File: src/rtl/turboPkg.sv
package turboPkg;

    // ~~~~~~~~~~~~~~~~~~~~~~~~~~~~~~~~~~~~~~~~~~~~~~~~~~~~~~~~~~~~~~~~~~~~~~~~~~~~
    // Register map, byte offsets on the APB side.
    // ~~~~~~~~~~~~~~~~~~~~~~~~~~~~~~~~~~~~~~~~~~~~~~~~~~~~~~~~~~~~~~~~~~~~~~~~~~~~
    localparam logic [12:0] TURBO_CONTROL        = 13'h000;
    localparam logic [12:0] TURBO_INVERSE_MEAN   = 13'h004;
    localparam logic [12:0] TURBO_OUTPUT_CLK_DIV = 13'h008;
    localparam logic [12:0] TURBO_DAC_SELECT     = 13'h00C;
    localparam logic [12:0] TURBO_ASM_PARMS      = 13'h010;
    localparam logic [12:0] ADDR_LAST            = TURBO_ASM_PARMS;

    typedef enum logic [1:0] {
        SEARCH = 2'd0,
        VERIFY = 2'd1,
        LOCKED = 2'd2
    } lockModeE;

    typedef struct packed {
        logic        psel;
        logic        penable;
        logic        pwrite;
        logic [12:0] paddr;
        logic [31:0] pwdata;
        logic [3:0]  pstrb;
    } apbReqS;

    typedef struct packed {
        logic        pready;
        logic        pslverr;
        logic [31:0] prdata;
    } apbRspS;

    // One register access per APB transfer; byteEn is zero on reads.
    typedef struct packed {
        logic        access;
        logic [12:0] addr;
        logic [3:0]  byteEn;
        logic [31:0] writeData;
    } regAccessS;

    typedef struct packed {
        logic [2:0]  codeRate;
        logic [2:0]  codeLength;
        logic [3:0]  maxIterations;
        logic [15:0] inverseMeanMantissa;
        logic [2:0]  inverseMeanExponent;
        logic [15:0] outputEnClkDiv;
        logic [3:0]  dac0Select;
        logic [3:0]  dac1Select;
        logic [3:0]  dac2Select;
        logic [31:0] asmParms;
    } turboConfigS;

    typedef struct packed {
        lockModeE lockMode;
        logic     overflow;
    } statusS;

    // ~~~~~~~~~~~~~~~~~~~~~~~~~~~~~~~~~~~~~~~~~~~~~~~~~~~~~~~~~~~~~~~~~~~~~~~~~~~~
    // Bit layouts of the 32-bit registers.
    // ~~~~~~~~~~~~~~~~~~~~~~~~~~~~~~~~~~~~~~~~~~~~~~~~~~~~~~~~~~~~~~~~~~~~~~~~~~~~
    typedef struct packed {
        logic [12:0] reserved31;
        lockModeE    lockMode;      // Live status, read only.
        logic        overflow;      // Sticky, read only.
        logic [2:0]  reserved13;
        logic        overflowClear; // Write one to clear, reads zero.
        logic [3:0]  maxIterations;
        logic        reserved7;
        logic [2:0]  codeLength;
        logic        reserved3;
        logic [2:0]  codeRate;
    } controlWordS;

    typedef struct packed {
        logic [12:0] reserved19;
        logic [2:0]  exponent;
        logic [15:0] mantissa;
    } inverseMeanWordS;

    typedef struct packed {
        logic [11:0] reserved20;
        logic [3:0]  dac2Select;
        logic [3:0]  reserved12;
        logic [3:0]  dac1Select;
        logic [3:0]  reserved4;
        logic [3:0]  dac0Select;
    } dacSelectWordS;

    typedef union packed {
        logic [31:0]     word;
        controlWordS     control;
        inverseMeanWordS inverseMean;
        dacSelectWordS   dacSelect;
    } regWordU;

endpackage

File: src/rtl/apbTurboSlave.sv
`timescale 1ns/1ps

module apbTurboSlave (
    input  logic                 busClk,
    input  logic                 reset,
    input  turboPkg::apbReqS     apbReq,
    input  logic [31:0]          readData,
    output turboPkg::apbRspS     apbRsp,
    output turboPkg::regAccessS  regAccess
);

    logic setupSeen;
    logic accessCycle;
    logic addrBad;

    // Remembers that the previous cycle was a setup cycle.
    always_ff @(posedge busClk) begin
        if (reset) begin
            setupSeen <= 1'b0;
        end else begin
            setupSeen <= apbReq.psel && !apbReq.penable;
        end
    end

    assign accessCycle = apbReq.psel && apbReq.penable && setupSeen;
    assign addrBad     = (apbReq.paddr > turboPkg::ADDR_LAST) ||
                         (apbReq.paddr[1:0] != 2'b00);

    // No wait states, every access cycle completes.
    assign apbRsp.pready  = 1'b1;
    assign apbRsp.pslverr = accessCycle && addrBad;
    assign apbRsp.prdata  = (accessCycle && !addrBad && !apbReq.pwrite) ? readData : 32'h0;

    assign regAccess.access    = accessCycle && !addrBad;
    assign regAccess.addr      = apbReq.paddr;
    assign regAccess.byteEn    = apbReq.pwrite ? apbReq.pstrb : 4'b0000;
    assign regAccess.writeData = apbReq.pwdata;

    penableNeedsPsel: assert property (
        @(posedge busClk) disable iff (reset)
        apbReq.penable |-> apbReq.psel
    );

endmodule

File: src/rtl/turboRegs.sv
`timescale 1ns/1ps

module turboRegs (
    input  logic                   busClk,
    input  logic                   reset,
    input  turboPkg::regAccessS    regAccess,
    input  turboPkg::statusS       status,
    output logic [31:0]            readData,
    output turboPkg::turboConfigS  turboConfig,
    output logic                   overflowClear
);

    logic          selControl;
    logic          selInverseMean;
    logic          selClkDiv;
    logic          selDacSelect;
    logic          selAsmParms;
    logic [3:0]    we;
    turboPkg::regWordU wr;
    turboPkg::regWordU rd;

    assign selControl     = regAccess.access && (regAccess.addr == turboPkg::TURBO_CONTROL);
    assign selInverseMean = regAccess.access && (regAccess.addr == turboPkg::TURBO_INVERSE_MEAN);
    assign selClkDiv      = regAccess.access && (regAccess.addr == turboPkg::TURBO_OUTPUT_CLK_DIV);
    assign selDacSelect   = regAccess.access && (regAccess.addr == turboPkg::TURBO_DAC_SELECT);
    assign selAsmParms    = regAccess.access && (regAccess.addr == turboPkg::TURBO_ASM_PARMS);

    assign we      = regAccess.byteEn;
    assign wr.word = regAccess.writeData;

    // ~~~~~~~~~~~~~~~~~~~~~~~~~~~~~~~~~~~~~~~~~~~~~~~~~~~~~~~~~~~~~~~~~~~~~~~~~~~~
    // Byte-laned writes.
    // ~~~~~~~~~~~~~~~~~~~~~~~~~~~~~~~~~~~~~~~~~~~~~~~~~~~~~~~~~~~~~~~~~~~~~~~~~~~~
    always_ff @(posedge busClk) begin
        if (reset) begin
            turboConfig   <= '0;
            overflowClear <= 1'b0;
        end else begin
            overflowClear <= selControl && we[1] && wr.control.overflowClear;

            if (we[0]) begin
                if (selControl) begin
                    turboConfig.codeRate   <= wr.control.codeRate;
                    turboConfig.codeLength <= wr.control.codeLength;
                end
                if (selInverseMean) begin
                    turboConfig.inverseMeanMantissa[7:0] <= wr.inverseMean.mantissa[7:0];
                end
                if (selClkDiv) begin
                    turboConfig.outputEnClkDiv[7:0] <= wr.word[7:0];
                end
                if (selDacSelect) begin
                    turboConfig.dac0Select <= wr.dacSelect.dac0Select;
                end
            end

            if (we[1]) begin
                if (selControl) begin
                    turboConfig.maxIterations <= wr.control.maxIterations;
                end
                if (selInverseMean) begin
                    turboConfig.inverseMeanMantissa[15:8] <= wr.inverseMean.mantissa[15:8];
                end
                if (selClkDiv) begin
                    turboConfig.outputEnClkDiv[15:8] <= wr.word[15:8];
                end
                if (selDacSelect) begin
                    turboConfig.dac1Select <= wr.dacSelect.dac1Select;
                end
            end

            if (we[2]) begin
                if (selInverseMean) begin
                    turboConfig.inverseMeanExponent <= wr.inverseMean.exponent;
                end
                if (selDacSelect) begin
                    turboConfig.dac2Select <= wr.dacSelect.dac2Select;
                end
            end

            // The marker is the only register that spans all four lanes.
            for (int lane = 0; lane < 4; lane++) begin
                if (we[lane] && selAsmParms) begin
                    turboConfig.asmParms[8*lane +: 8] <= wr.word[8*lane +: 8];
                end
            end
        end
    end

    // ~~~~~~~~~~~~~~~~~~~~~~~~~~~~~~~~~~~~~~~~~~~~~~~~~~~~~~~~~~~~~~~~~~~~~~~~~~~~
    // Readback is combinational on the address.
    // ~~~~~~~~~~~~~~~~~~~~~~~~~~~~~~~~~~~~~~~~~~~~~~~~~~~~~~~~~~~~~~~~~~~~~~~~~~~~
    always_comb begin
        rd.word = 32'h0;
        case (regAccess.addr)
            turboPkg::TURBO_CONTROL: begin
                rd.control.codeRate      = turboConfig.codeRate;
                rd.control.codeLength    = turboConfig.codeLength;
                rd.control.maxIterations = turboConfig.maxIterations;
                rd.control.overflow      = status.overflow;
                rd.control.lockMode      = status.lockMode;
            end
            turboPkg::TURBO_INVERSE_MEAN: begin
                rd.inverseMean.mantissa = turboConfig.inverseMeanMantissa;
                rd.inverseMean.exponent = turboConfig.inverseMeanExponent;
            end
            turboPkg::TURBO_OUTPUT_CLK_DIV: rd.word[15:0] = turboConfig.outputEnClkDiv;
            turboPkg::TURBO_DAC_SELECT: begin
                rd.dacSelect.dac0Select = turboConfig.dac0Select;
                rd.dacSelect.dac1Select = turboConfig.dac1Select;
                rd.dacSelect.dac2Select = turboConfig.dac2Select;
            end
            turboPkg::TURBO_ASM_PARMS: rd.word = turboConfig.asmParms;
            default: rd.word = 32'h0;
        endcase
    end

    assign readData = rd.word;

    // A granted access always lands on exactly one register.
    oneSelectAtATime: assert property (
        @(posedge busClk) disable iff (reset)
        regAccess.access |-> $onehot({selControl, selInverseMean, selClkDiv, selDacSelect,
                                      selAsmParms})
    );

endmodule

File: src/rtl/asmSyncDetector.sv
`timescale 1ns/1ps

module asmSyncDetector #(
    parameter int FRAME_BITS = 256
) (
    input  logic                busClk,
    input  logic                reset,
    input  logic                bitIn,
    input  logic                bitValid,
    input  logic [31:0]         asmParms,
    output turboPkg::lockModeE  lockMode,
    output logic                lockedBit,
    output logic                lockedValid
);

    localparam int POS_W = $clog2(FRAME_BITS);

    logic [31:0]      window;
    logic [31:0]      asmPrev;
    logic             checkNow;     // Window holds a fresh bit this cycle.
    logic [POS_W-1:0] framePos;
    logic             missOnce;
    logic             match;
    logic             frameEnd;

    assign match    = (window == asmParms);
    assign frameEnd = (framePos == POS_W'(FRAME_BITS - 1));

    always_ff @(posedge busClk) begin
        if (reset) begin
            window   <= '0;
            checkNow <= 1'b0;
            asmPrev  <= '0;
        end else begin
            checkNow <= bitValid;
            asmPrev  <= asmParms;
            if (bitValid) begin
                window <= {window[30:0], bitIn};
            end
        end
    end

    // ~~~~~~~~~~~~~~~~~~~~~~~~~~~~~~~~~~~~~~~~~~~~~~~~~~~~~~~~~~~~~~~~~~~~~~~~~~~~
    // Search, verify and lock.
    // ~~~~~~~~~~~~~~~~~~~~~~~~~~~~~~~~~~~~~~~~~~~~~~~~~~~~~~~~~~~~~~~~~~~~~~~~~~~~
    always_ff @(posedge busClk) begin
        if (reset) begin
            lockMode <= turboPkg::SEARCH;
            framePos <= '0;
            missOnce <= 1'b0;
        end else if (asmParms != asmPrev) begin
            lockMode <= turboPkg::SEARCH;   // New marker, start over.
            framePos <= '0;
            missOnce <= 1'b0;
        end else if (checkNow) begin
            framePos <= frameEnd ? '0 : framePos + 1'b1;
            case (lockMode)
                turboPkg::SEARCH: begin
                    if (match) begin
                        lockMode <= turboPkg::VERIFY;
                        framePos <= '0;
                    end
                end
                turboPkg::VERIFY: begin
                    missOnce <= 1'b0;
                    if (frameEnd) begin
                        lockMode <= match ? turboPkg::LOCKED : turboPkg::SEARCH;
                    end
                end
                turboPkg::LOCKED: begin
                    if (frameEnd) begin
                        if (match) begin
                            missOnce <= 1'b0;
                        end else if (missOnce) begin
                            lockMode <= turboPkg::SEARCH;   // Second miss in a row.
                        end else begin
                            missOnce <= 1'b1;
                        end
                    end
                end
                default: lockMode <= turboPkg::SEARCH;
            endcase
        end
    end

    always_ff @(posedge busClk) begin
        lockedBit <= bitIn;
    end

    always_ff @(posedge busClk) begin
        if (reset) begin
            lockedValid <= 1'b0;
        end else begin
            lockedValid <= bitValid && (lockMode == turboPkg::LOCKED);
        end
    end

    noUnusedMode: assert property (
        @(posedge busClk) disable iff (reset)
        lockMode != 2'b11
    );

endmodule

File: src/rtl/outputBitPacer.sv
`timescale 1ns/1ps

module outputBitPacer #(
    parameter int FIFO_DEPTH = 16
) (
    input  logic        busClk,
    input  logic        reset,
    input  logic        lockedBit,
    input  logic        lockedValid,
    input  logic [15:0] outputEnClkDiv,
    input  logic        overflowClear,
    output logic        bitOut,
    output logic        outputEn,
    output logic        overflow
);

    localparam int PTR_W = $clog2(FIFO_DEPTH);
    localparam int CNT_W = $clog2(FIFO_DEPTH + 1);

    logic [15:0]      divCount;
    logic             fire;
    logic             full;
    logic             empty;
    logic             push;
    logic             pop;
    logic             fifoMem [FIFO_DEPTH];
    logic [PTR_W-1:0] wrPtr;
    logic [PTR_W-1:0] rdPtr;
    logic [CNT_W-1:0] count;

    function automatic logic [PTR_W-1:0] nextPtr(input logic [PTR_W-1:0] ptr);
        return (ptr == PTR_W'(FIFO_DEPTH - 1)) ? '0 : ptr + 1'b1;
    endfunction

    assign fire  = (divCount == 16'd0);
    assign full  = (count == CNT_W'(FIFO_DEPTH));
    assign empty = (count == '0);
    assign push  = lockedValid && !full;   // A bit arriving while full is lost.
    assign pop   = fire && !empty;

    // ~~~~~~~~~~~~~~~~~~~~~~~~~~~~~~~~~~~~~~~~~~~~~~~~~~~~~~~~~~~~~~~~~~~~~~~~~~~~
    // Strobe divider, one pulse every outputEnClkDiv plus 1 cycles.
    // ~~~~~~~~~~~~~~~~~~~~~~~~~~~~~~~~~~~~~~~~~~~~~~~~~~~~~~~~~~~~~~~~~~~~~~~~~~~~
    always_ff @(posedge busClk) begin
        if (reset) begin
            divCount <= 16'd0;
            outputEn <= 1'b0;
            bitOut   <= 1'b0;
        end else begin
            outputEn <= fire;
            bitOut   <= pop ? fifoMem[rdPtr] : 1'b0;
            divCount <= fire ? outputEnClkDiv : divCount - 1'b1;
        end
    end

    always_ff @(posedge busClk) begin
        if (reset) begin
            wrPtr    <= '0;
            rdPtr    <= '0;
            count    <= '0;
            overflow <= 1'b0;
        end else begin
            if (push) wrPtr <= nextPtr(wrPtr);
            if (pop) rdPtr <= nextPtr(rdPtr);
            count <= count + CNT_W'(push) - CNT_W'(pop);
            if (overflowClear) begin
                overflow <= 1'b0;
            end else if (lockedValid && full) begin
                overflow <= 1'b1;
            end
        end
    end

    always_ff @(posedge busClk) begin
        if (push) fifoMem[wrPtr] <= lockedBit;
    end

    countInRange: assert property (
        @(posedge busClk) disable iff (reset)
        count <= CNT_W'(FIFO_DEPTH)
    );

    // Back-to-back strobes come only from a divider of zero loaded two cycles earlier.
    strobeSpacing: assert property (
        @(posedge busClk) disable iff (reset)
        (outputEn && $past(outputEn)) |-> ($past(outputEnClkDiv, 2) == 16'd0)
    );

endmodule

File: src/rtl/turboCtrlTop.sv
`timescale 1ns/1ps

module turboCtrlTop #(
    parameter int FRAME_BITS = 256,
    parameter int FIFO_DEPTH = 16
) (
    input  logic                   busClk,
    input  logic                   reset,
    input  turboPkg::apbReqS       apbReq,
    output turboPkg::apbRspS       apbRsp,
    input  logic                   bitIn,
    input  logic                   bitValid,
    output logic                   bitOut,
    output logic                   outputEn,
    output turboPkg::turboConfigS  turboConfig
);

    turboPkg::regAccessS regAccess;
    turboPkg::statusS    status;
    turboPkg::lockModeE  lockMode;
    logic [31:0]         readData;
    logic                overflow;
    logic                overflowClear;
    logic                lockedBit;
    logic                lockedValid;

    assign status = '{lockMode: lockMode, overflow: overflow};

    apbTurboSlave slave_i (
        .busClk    (busClk),
        .reset     (reset),
        .apbReq    (apbReq),
        .readData  (readData),
        .apbRsp    (apbRsp),
        .regAccess (regAccess)
    );

    turboRegs regs_i (
        .busClk        (busClk),
        .reset         (reset),
        .regAccess     (regAccess),
        .status        (status),
        .readData      (readData),
        .turboConfig   (turboConfig),
        .overflowClear (overflowClear)
    );

    asmSyncDetector #(.FRAME_BITS(FRAME_BITS)) sync_i (
        .busClk      (busClk),
        .reset       (reset),
        .bitIn       (bitIn),
        .bitValid    (bitValid),
        .asmParms    (turboConfig.asmParms),
        .lockMode    (lockMode),
        .lockedBit   (lockedBit),
        .lockedValid (lockedValid)
    );

    outputBitPacer #(.FIFO_DEPTH(FIFO_DEPTH)) pacer_i (
        .busClk         (busClk),
        .reset          (reset),
        .lockedBit      (lockedBit),
        .lockedValid    (lockedValid),
        .outputEnClkDiv (turboConfig.outputEnClkDiv),
        .overflowClear  (overflowClear),
        .bitOut         (bitOut),
        .outputEn       (outputEn),
        .overflow       (overflow)
    );

endmodule

File: config.mk
export PLATFORM = sky130hd
export DESIGN_NAME = turboCtrlTop
export DESIGN_NICKNAME = d
export VERILOG_FILES = /design/src/rtl/turboPkg.sv /design/src/rtl/apbTurboSlave.sv /design/src/rtl/turboRegs.sv /design/src/rtl/asmSyncDetector.sv /design/src/rtl/outputBitPacer.sv /design/src/rtl/turboCtrlTop.sv
export SDC_FILE = /design/constraint.sdc
export NUM_CORES = 1
export LEC_CHECK = 0
export ABC_AREA = 1
export ABC_CLOCK_PERIOD_IN_PS = 5000
export BUFFER_PORTS_ARGS = -buffer_cell sky130_fd_sc_hd__buf_4
export CORE_UTILIZATION = 45
export CTS_CLUSTER_SIZE = 25
export DETAILED_ROUTE_END_ITERATION = 7
export GPL_TIMING_DRIVEN = 1
export HOLD_SLACK_MARGIN = 0.03
export PLACE_DENSITY = 0.75
export SYNTH_ARGS = -nofsm -noshare
export SYNTH_HDL_FRONTEND = slang
export SYNTH_SLANG_ARGS = --single-unit
File: constraint.sdc
create_clock -name busClk -period 5 [get_ports busClk]
set_input_delay 0.25 -clock busClk [delete_from_list [all_inputs] [get_ports busClk]]
set_output_delay 0.25 -clock busClk [all_outputs]
set_load 0.02 [all_outputs]
==> results of run 1 <==
logic make-up after synthesis:
| kind of cell | after synthesis |
|---|---|
| adders and majority gates | 13 |
| AOI/OAI and AO/OA | 200 |
| buffers and inverters | 219 |
| other | 1 |
| xor gates and xnor gates | 52 |
| DFF | 217 |
| and+or+nand+nor | 788 |
layout make-up:
class	count	area, um2	area share
clock buffer	35	753	0.0590
clock inverter	8	67.6	0.00529
inverter	163	613	0.0480
multi-input combinational	1054	4970	0.390
sequential	217	4500	0.353
tap	285	357	0.0279
timing repair buffer	195	1500	0.117
worst min-delay path, stage by stage:
cell and delay, ns:
buf_4 0.08, inv_1 0.03, nand2_1 0.05, nand2_1 0.05, nor2_1 0.07
registers in the layout (all words and copies together) (netlist names), 2 cells and up:
| signal | cells |
|---|---|
| regs_i.turboConfig | 89 |
| pacer_i.fifoMem | 16 |
| pacer_i.divCount | 16 |
| pacer_i.count | 5 |
| pacer_i.rdPtr | 4 |
| sync_i.window | 32 |
| sync_i.framePos | 8 |
| sync_i.asmPrev | 32 |
| pacer_i.wrPtr | 4 |
| sync_i.lockMode | 2 |
synthesized netlist by cell type, types with 2 or more instances:
cell      instances
nand3b_1          2
buf_4             3
ha_1             12
nor2_2            5
or2_2             6
o211ai_1          6
buf_2             7
a211oi_1          2
o22ai_1          12
o21ai_0          86
inv_1           157
nor4_1            4
dfxtp_1         201
nor3_2            4
inv_2             5
nor3b_1           2
nor3_1           23
nand4_1          13
a21oi_1          90
nor2_4            5
nand2_1         312
xor2_1           22
buf_1             6
nor3_4            2
xnor2_1          30
clkbuf_1         36
buf_6             4
nor2_1          328
nand2_2           2
nand3_1          77
edfxtp_1         16
worst min path at each step:
stage	end	slack, ns	cells after the start
2_1_floorplan	sync_i.lockedBit	0.28	0
3_5_place_dp	pacer_i.overflow	0.38	1
4_1_cts	regs_i.turboConfig[22]	0.03	5
5_1_grt	regs_i.turboConfig[22]	0.07	5
6_report	regs_i.turboConfig[30]	0.04	5
3_3_place_gp	pacer_i.overflow	0.37	1
power by group:
| part | total [mW] | switching [mW] | internal [mW] |
|---|---|---|---|
| Clock | 1.81 | 0.719 | 1.09 |
| Combinational | 0.704 | 0.431 | 0.273 |
| Sequential | 1.93 | 0.0841 | 1.84 |
| Total | 4.44 | 1.23 | 3.20 |
per-layer routing:
metal,share of wire,vias up,GRT usage
li1,-,5032,-
met1,0.43,4568,0.329
met2,0.46,444,0.425
met3,0.085,61,0.0468
met4,0.031,0,0.100
met5,0,-,0
through the flow:
step,cells,total power [mW],utilization
5_1_grt,1957,4.63,0.566
2_1_floorplan,1490,2.45,-
4_1_cts,1957,4.46,0.566
3_3_place_gp,1901,2.62,0.523
6_report,1957,4.44,0.566
3_5_place_dp,1901,2.64,0.523
==> flow_summary_export.csv, run 1 <==
group,metric,value,unit
cts,cts_hold_buffers,13,
critical_path,worst-path-stages,19,
hold_path,min-delay-start,"apbReq[34]",
sta,rsz0062_at_grt,"no",
floorplanning,die_area,23600,um2
critical_path,worstSetupStartpointType,"flip-flop",
floorplanning,die_y,154,um
place,dp_worst_setup_slack,1.73,ns
power,p_per_area,348,nW/um2
drt,routed_wl,31000,um
critical_path,r2r-start,"pacer_i.divCount[0]",
power,ir_drop,0.000260,V
cts,clock-root-buffer,"clkbuf_16",
drt,vias,10105,
floorplanning,core_area,22600,um2
layout,finalInstanceArea,12800,um2
logic_synthesis,syn_nets,1559,
global_route,grt_pass1_vias,9363,
logic_synthesis,synth_compound_area_frac,0.101,
layout,n_fill_cell,2124,
layout,area_growth,23.3,%
logic_synthesis,netlist.area_leader.share,0.389,
critical_path,crit_fanout,9,
sta,fin_crit_sh,0.664,
place,place_area,11800,um2
logic_synthesis,synth_cells,1490,
floorplanning,io_pins,181,
logic_synthesis,synth-simple-area-share,0.319,
drt,dr.pass1.iters,7,
logic_synthesis,async_flop_share,0,
cts,clk_latency,0.53,ns
logic_synthesis,syn_area_per_cell,6.95,um2
logic_synthesis,yosys_warnings,0,
cts,cts_sinks,217,
hold_path,hp-class,"primary input to flip-flop",
logic_synthesis,synthMuxAreaShare,0,
logic_synthesis,yosys.area.top_type,"dfxtp_1",
sta,skew,0.0141,ns
logic_synthesis,yosys-top-cells-area,"dfxtp_1 (39%), nor2_1 (12%), nand2_1 (11%), inv_1 (5.7%), edfxtp_1 (4.6%)",
drt,drc,0,
status,status,"complete, no violations",
job,drv_cap,0,
layout,diodes,0,
logic_synthesis,synth-xor-area-share,0.0440,
logic_synthesis,yosysSeqAreaShare,0.435,
cts,cts_resized,0,
place,io_buffers,179,
sta,period_needed,3.32,ns
critical_path,cp_slowest_stage_delay,0.39,ns
sta,fmax,301,MHz
sta,drv_slew,0,
drt,antenna_left,0,
drt,drt_iter0_drc,769,
global_route,grt_max_degree,64,
cts,clk_path_buf_depth,3,
logic_synthesis,netlist_area,10400,um2
critical_path,reg2reg_depth,19,
cts,clk_pin_slew,0.06,ns
sta,tightest_slew,1.08,ns
critical_path,cp_cell_sequence,"inv_1 > ha_1 > nand3_1 > nor2_1 > nand2_1 > nor2_1 > nand2_1 > nor2_1 > inv_1 > nor2_1 > inv_1 > nand2_1 > ha_1 > inv_1 > fa_1 > nor3_1 > a211oi_1 > o21ai_0 > a21oi_1",
floorplanning,die_w,154,um
layout,layout.nets,1724,
cts,cts_made_buffers,24,
critical_path,critPathArrivalTime,3.71,ns
layout,layout_common_cells,"nor2_1 (328), nand2_1 (312), dfxtp_1 (201)",
sta,slew_headroom,0.280,
place,gp_congestion,0.921,
critical_path,worstSetupEndpointType,"flip-flop",
sta,tns,0,ns
global_route,grt_pass1_wl,48200,um
sta,finalWorstSetupSlack,1.68,ns
sta,hold_violations,0,
layout,mostFrequentLayoutCell,"nor2_1",
critical_path,critPathBufInv,4,
drt,post_drt_wl_per_cell,15.8,um
cts,post_cts_buffers,0,
critical_path,cp_top_family,"simple AND/OR/NAND/NOR gates",
global_route,antenna_found_initial,0,
critical_path,r2r-end,"pacer_i.count[4]",
logic_synthesis,synth_cell_types,41,
global_route,grt_overflow,0,
critical_path,path_class,"flip-flop to flip-flop",
global_route,track_usage,0.256,
logic_synthesis,postSynthRegisterBits,217,
critical_path,crit_path_start,"pacer_i.divCount[0]",
critical_path,cp-endpoint,"pacer_i.count[4]",
critical_path,critPathSlowestCell,"fa_1",
floorplanning,rows,55,
place,place.detailed.hpwl,22300,um
critical_path,required,5.39,ns
cts,cts_htree_levels,1,
power,p_leak,5.56,nW
logic_synthesis,ys.flop_type,"dfxtp_1",
sta,setup_violations,0,
logic_synthesis,synth_edf_count,16,
critical_path,r2r_setup_slack,1.68,ns
drt,via_per_inst,5.16,
logic_synthesis,synth_top_family_by_area,"simple AND/OR/NAND/NOR gates",
cts,tritoncts,"built",
sta,holdWs,0.0401,ns
logic_synthesis,synthAdderAreaFrac,0.0164,
floorplanning,initial_utilization,0.459,
layout,drive_gt1_frac,0.154,
No activity file was read; power rests on OpenSTA's default activity.
==> inputs of run 2 (changes only) <==
- ABC_CLOCK_PERIOD_IN_PS: 5000 -> 3400
- clock period: 5 -> 3.4 ns (I/O delays scaled with it)
==> run 2 against run 1 <==
Compared with the run above:
- hold slack lost 0.010 ns
- highest routed layer unchanged
- register-to-register slack lost 1.3 ns
- combinational power grew 49%
==> flow_summary_export.csv, run 2 (synthesized netlist as in run 1, its figures left out) <==
group,metric,value,unit
power,p_clk_frac,0.411,
layout,layout_common_cells,"nor2_1 (326), nand2_1 (312), dfxtp_1 (201)",
cts,clk_pin_slew,0.06,ns
cts,cts_htree_levels,1,
job,drv_cap,0,
layout,fin_cells,1971,
critical_path,critPathSlowestCell,"fa_1",
critical_path,cp_top_family,"simple AND/OR/NAND/NOR gates",
place,io_buffers,179,
power,pwr-share-comb,0.159,
sta,skew,0.0142,ns
sta,fmax,327,MHz
sta,fin_crit_sh,0.899,
sta,rsz0062_at_grt,"no",
critical_path,cp_slowest_stage_delay,0.39,ns
layout,diodes,0,
global_route,grt_max_degree,94,
cts,clock-root-buffer,"clkbuf_16",
cts,cts_made_buffers,24,
place,gp_congestion,0.927,
sta,finalWorstSetupSlack,0.342,ns
critical_path,crit_path_start,"pacer_i.divCount[0]",
sta,hold_violations,0,
floorplanning,die_w,154,um
drt,drt_iter0_drc,841,
global_route,grt_pass1_vias,9463,
critical_path,r2r-start,"pacer_i.divCount[0]",
power,pwr-share-seq,0.430,
critical_path,cp_cell_sequence,"inv_1 > ha_1 > nand3_1 > nor2_1 > nand2_1 > nor2_1 > nand2_1 > nor2_2 > inv_1 > nor2_2 > inv_1 > nand2_1 > ha_1 > inv_1 > fa_1 > nor3_1 > a211oi_1 > o21ai_0 > a21oi_1",
cts,cts_sinks,217,
sta,slew_headroom,0.378,
floorplanning,io_pins,181,
cts,post_cts_buffers,0,
floorplanning,initial_utilization,0.459,
drt,drc,0,
sta,drv_slew,0,
layout,layout.nets,1740,
drt,vias,10152,
drt,post_drt_wl_per_cell,15.5,um
critical_path,worstSetupStartpointType,"flip-flop",
floorplanning,core_area,22600,um2
critical_path,path_class,"flip-flop to flip-flop",
critical_path,critPathArrivalTime,3.45,ns
power,power.share.switching,0.276,
floorplanning,die_area,23600,um2
drt,dr.pass1.iters,8,
hold_path,min-delay-start,"apbReq[19]",
status,status,"complete, no violations",
cts,tritoncts,"built",
layout,largest-register,"regs_i.turboConfig",
layout,seq_area,4500,um2
global_route,grt_overflow,0,
global_route,antenna_found_initial,0,
floorplanning,die_y,154,um
layout,n_fill_cell,2103,
drt,routed_wl,30600,um
floorplanning,rows,55,
place,dp_worst_setup_slack,0.297,ns
cts,clk_path_buf_depth,3,
layout,largestRegisters,"regs_i.turboConfig: 89 flops, sync_i.asmPrev: 32 flops, sync_i.window: 32 flops",
global_route,grt_pass1_wl,48200,um
hold_path,hp-class,"primary input to flip-flop",
critical_path,crit_top_cell,"inv_1",
power,p_int,4.76,mW
power,p_leak,5.63,nW
critical_path,critPathBufInv,4,
sta,period_needed,3.06,ns
drt,antenna_left,0,
layout,multi_input_area,4980,um2
sta,setup_violations,0,
critical_path,crit_fanout,5,
power,p_total,6.57,mW
drt,via_per_inst,5.15,
sta,tightest_slew,0.933,ns
place,dp.cells,1909,
cts,clk_latency,0.52,ns
layout,drive_gt1_frac,0.157,
place,place.detailed.hpwl,21900,um
critical_path,required,3.79,ns
power,p_per_area,509,nW/um2
power,ir_drop,0.000369,V
global_route,track_usage,0.254,
critical_path,worstSetupEndpointType,"flip-flop",
layout,area_growth,24.7,%
layout,largest_reg_flops,89,
layout,utilization,0.572,
layout,mostFrequentLayoutCell,"nor2_1",
sta,tns,0,ns
power,switchingPower,1.81,mW
run 2: cell types whose count changed in the layout (fill, tap and decap cells not counted), sizes merged:
cell	delta
buf	+8
dlygate4sd3	+8
clkbuf	-2
bufinv	+1
clkinv	-1
run 2: repair_timing:
action / in CTS / in global routing
gates resized for setup: 0 / 2
hold endpoints to repair: 24 / 0
endpoints found under the setup margin: 0 / 1
hold buffers: 21 / 0
run 2: worst paths after layout:
check	end	slack (ns)	cells past startpoint
worst max-delay path	pacer_i.count[4]	0.34	19
worst min-delay path	regs_i.turboConfig[15]	0.03	5
worst max register to register	pacer_i.count[4]	0.34	19
worst min register to register	pacer_i.overflow	0.38	1
run 2: per-stage QoR:
stage | instance area, um2 | hold slack (ns)
final | 12900 | 0.0301
after global routing | 12900 | 0.0640
after CTS | 12900 | 0.0312
after detailed placement | 11900 | 0.312
after global placement | 11900 | 0.313
after floorplan | 10400 | 0.198
run 2: area by class of cell:
class	instances	area share
multi-input cells	1054	0.386
repair buffers	211	0.127
clock inverters	8	0.00746
well taps	285	0.0276
clock buffers	33	0.0562
inverters	163	0.0475
flip-flops and latches	217	0.349
run 2: routing by layer:
layer | part of all wire | track usage | wire [um] | vias to the layer above
met5 | 0 | 0 | 0 | -
met4 | 0.032 | 0.0971 | 975 | 0
met3 | 0.076 | 0.0386 | 2330 | 58
met2 | 0.46 | 0.421 | 14000 | 443
met1 | 0.43 | 0.334 | 13300 | 4593
li1 | - | - | - | 5058
run 2: tightest hold or removal path, delay by kind of cell:
kind / cells / cell delay (ns)
and+or+nand+nor: 3 / 0.19
buffers and inverters: 2 / 0.15
run 2: power by group through the flow:
stage / logic (mW) / clock network (mW) / registers, mW
global placement: 0.979 / 0 / 2.87
floorplan: 0.760 / 0 / 2.85
global route: 1.19 / 2.82 / 2.84
finish: 1.05 / 2.70 / 2.83
detailed placement: 1.00 / 0 / 2.88
CTS: 1.03 / 2.71 / 2.82
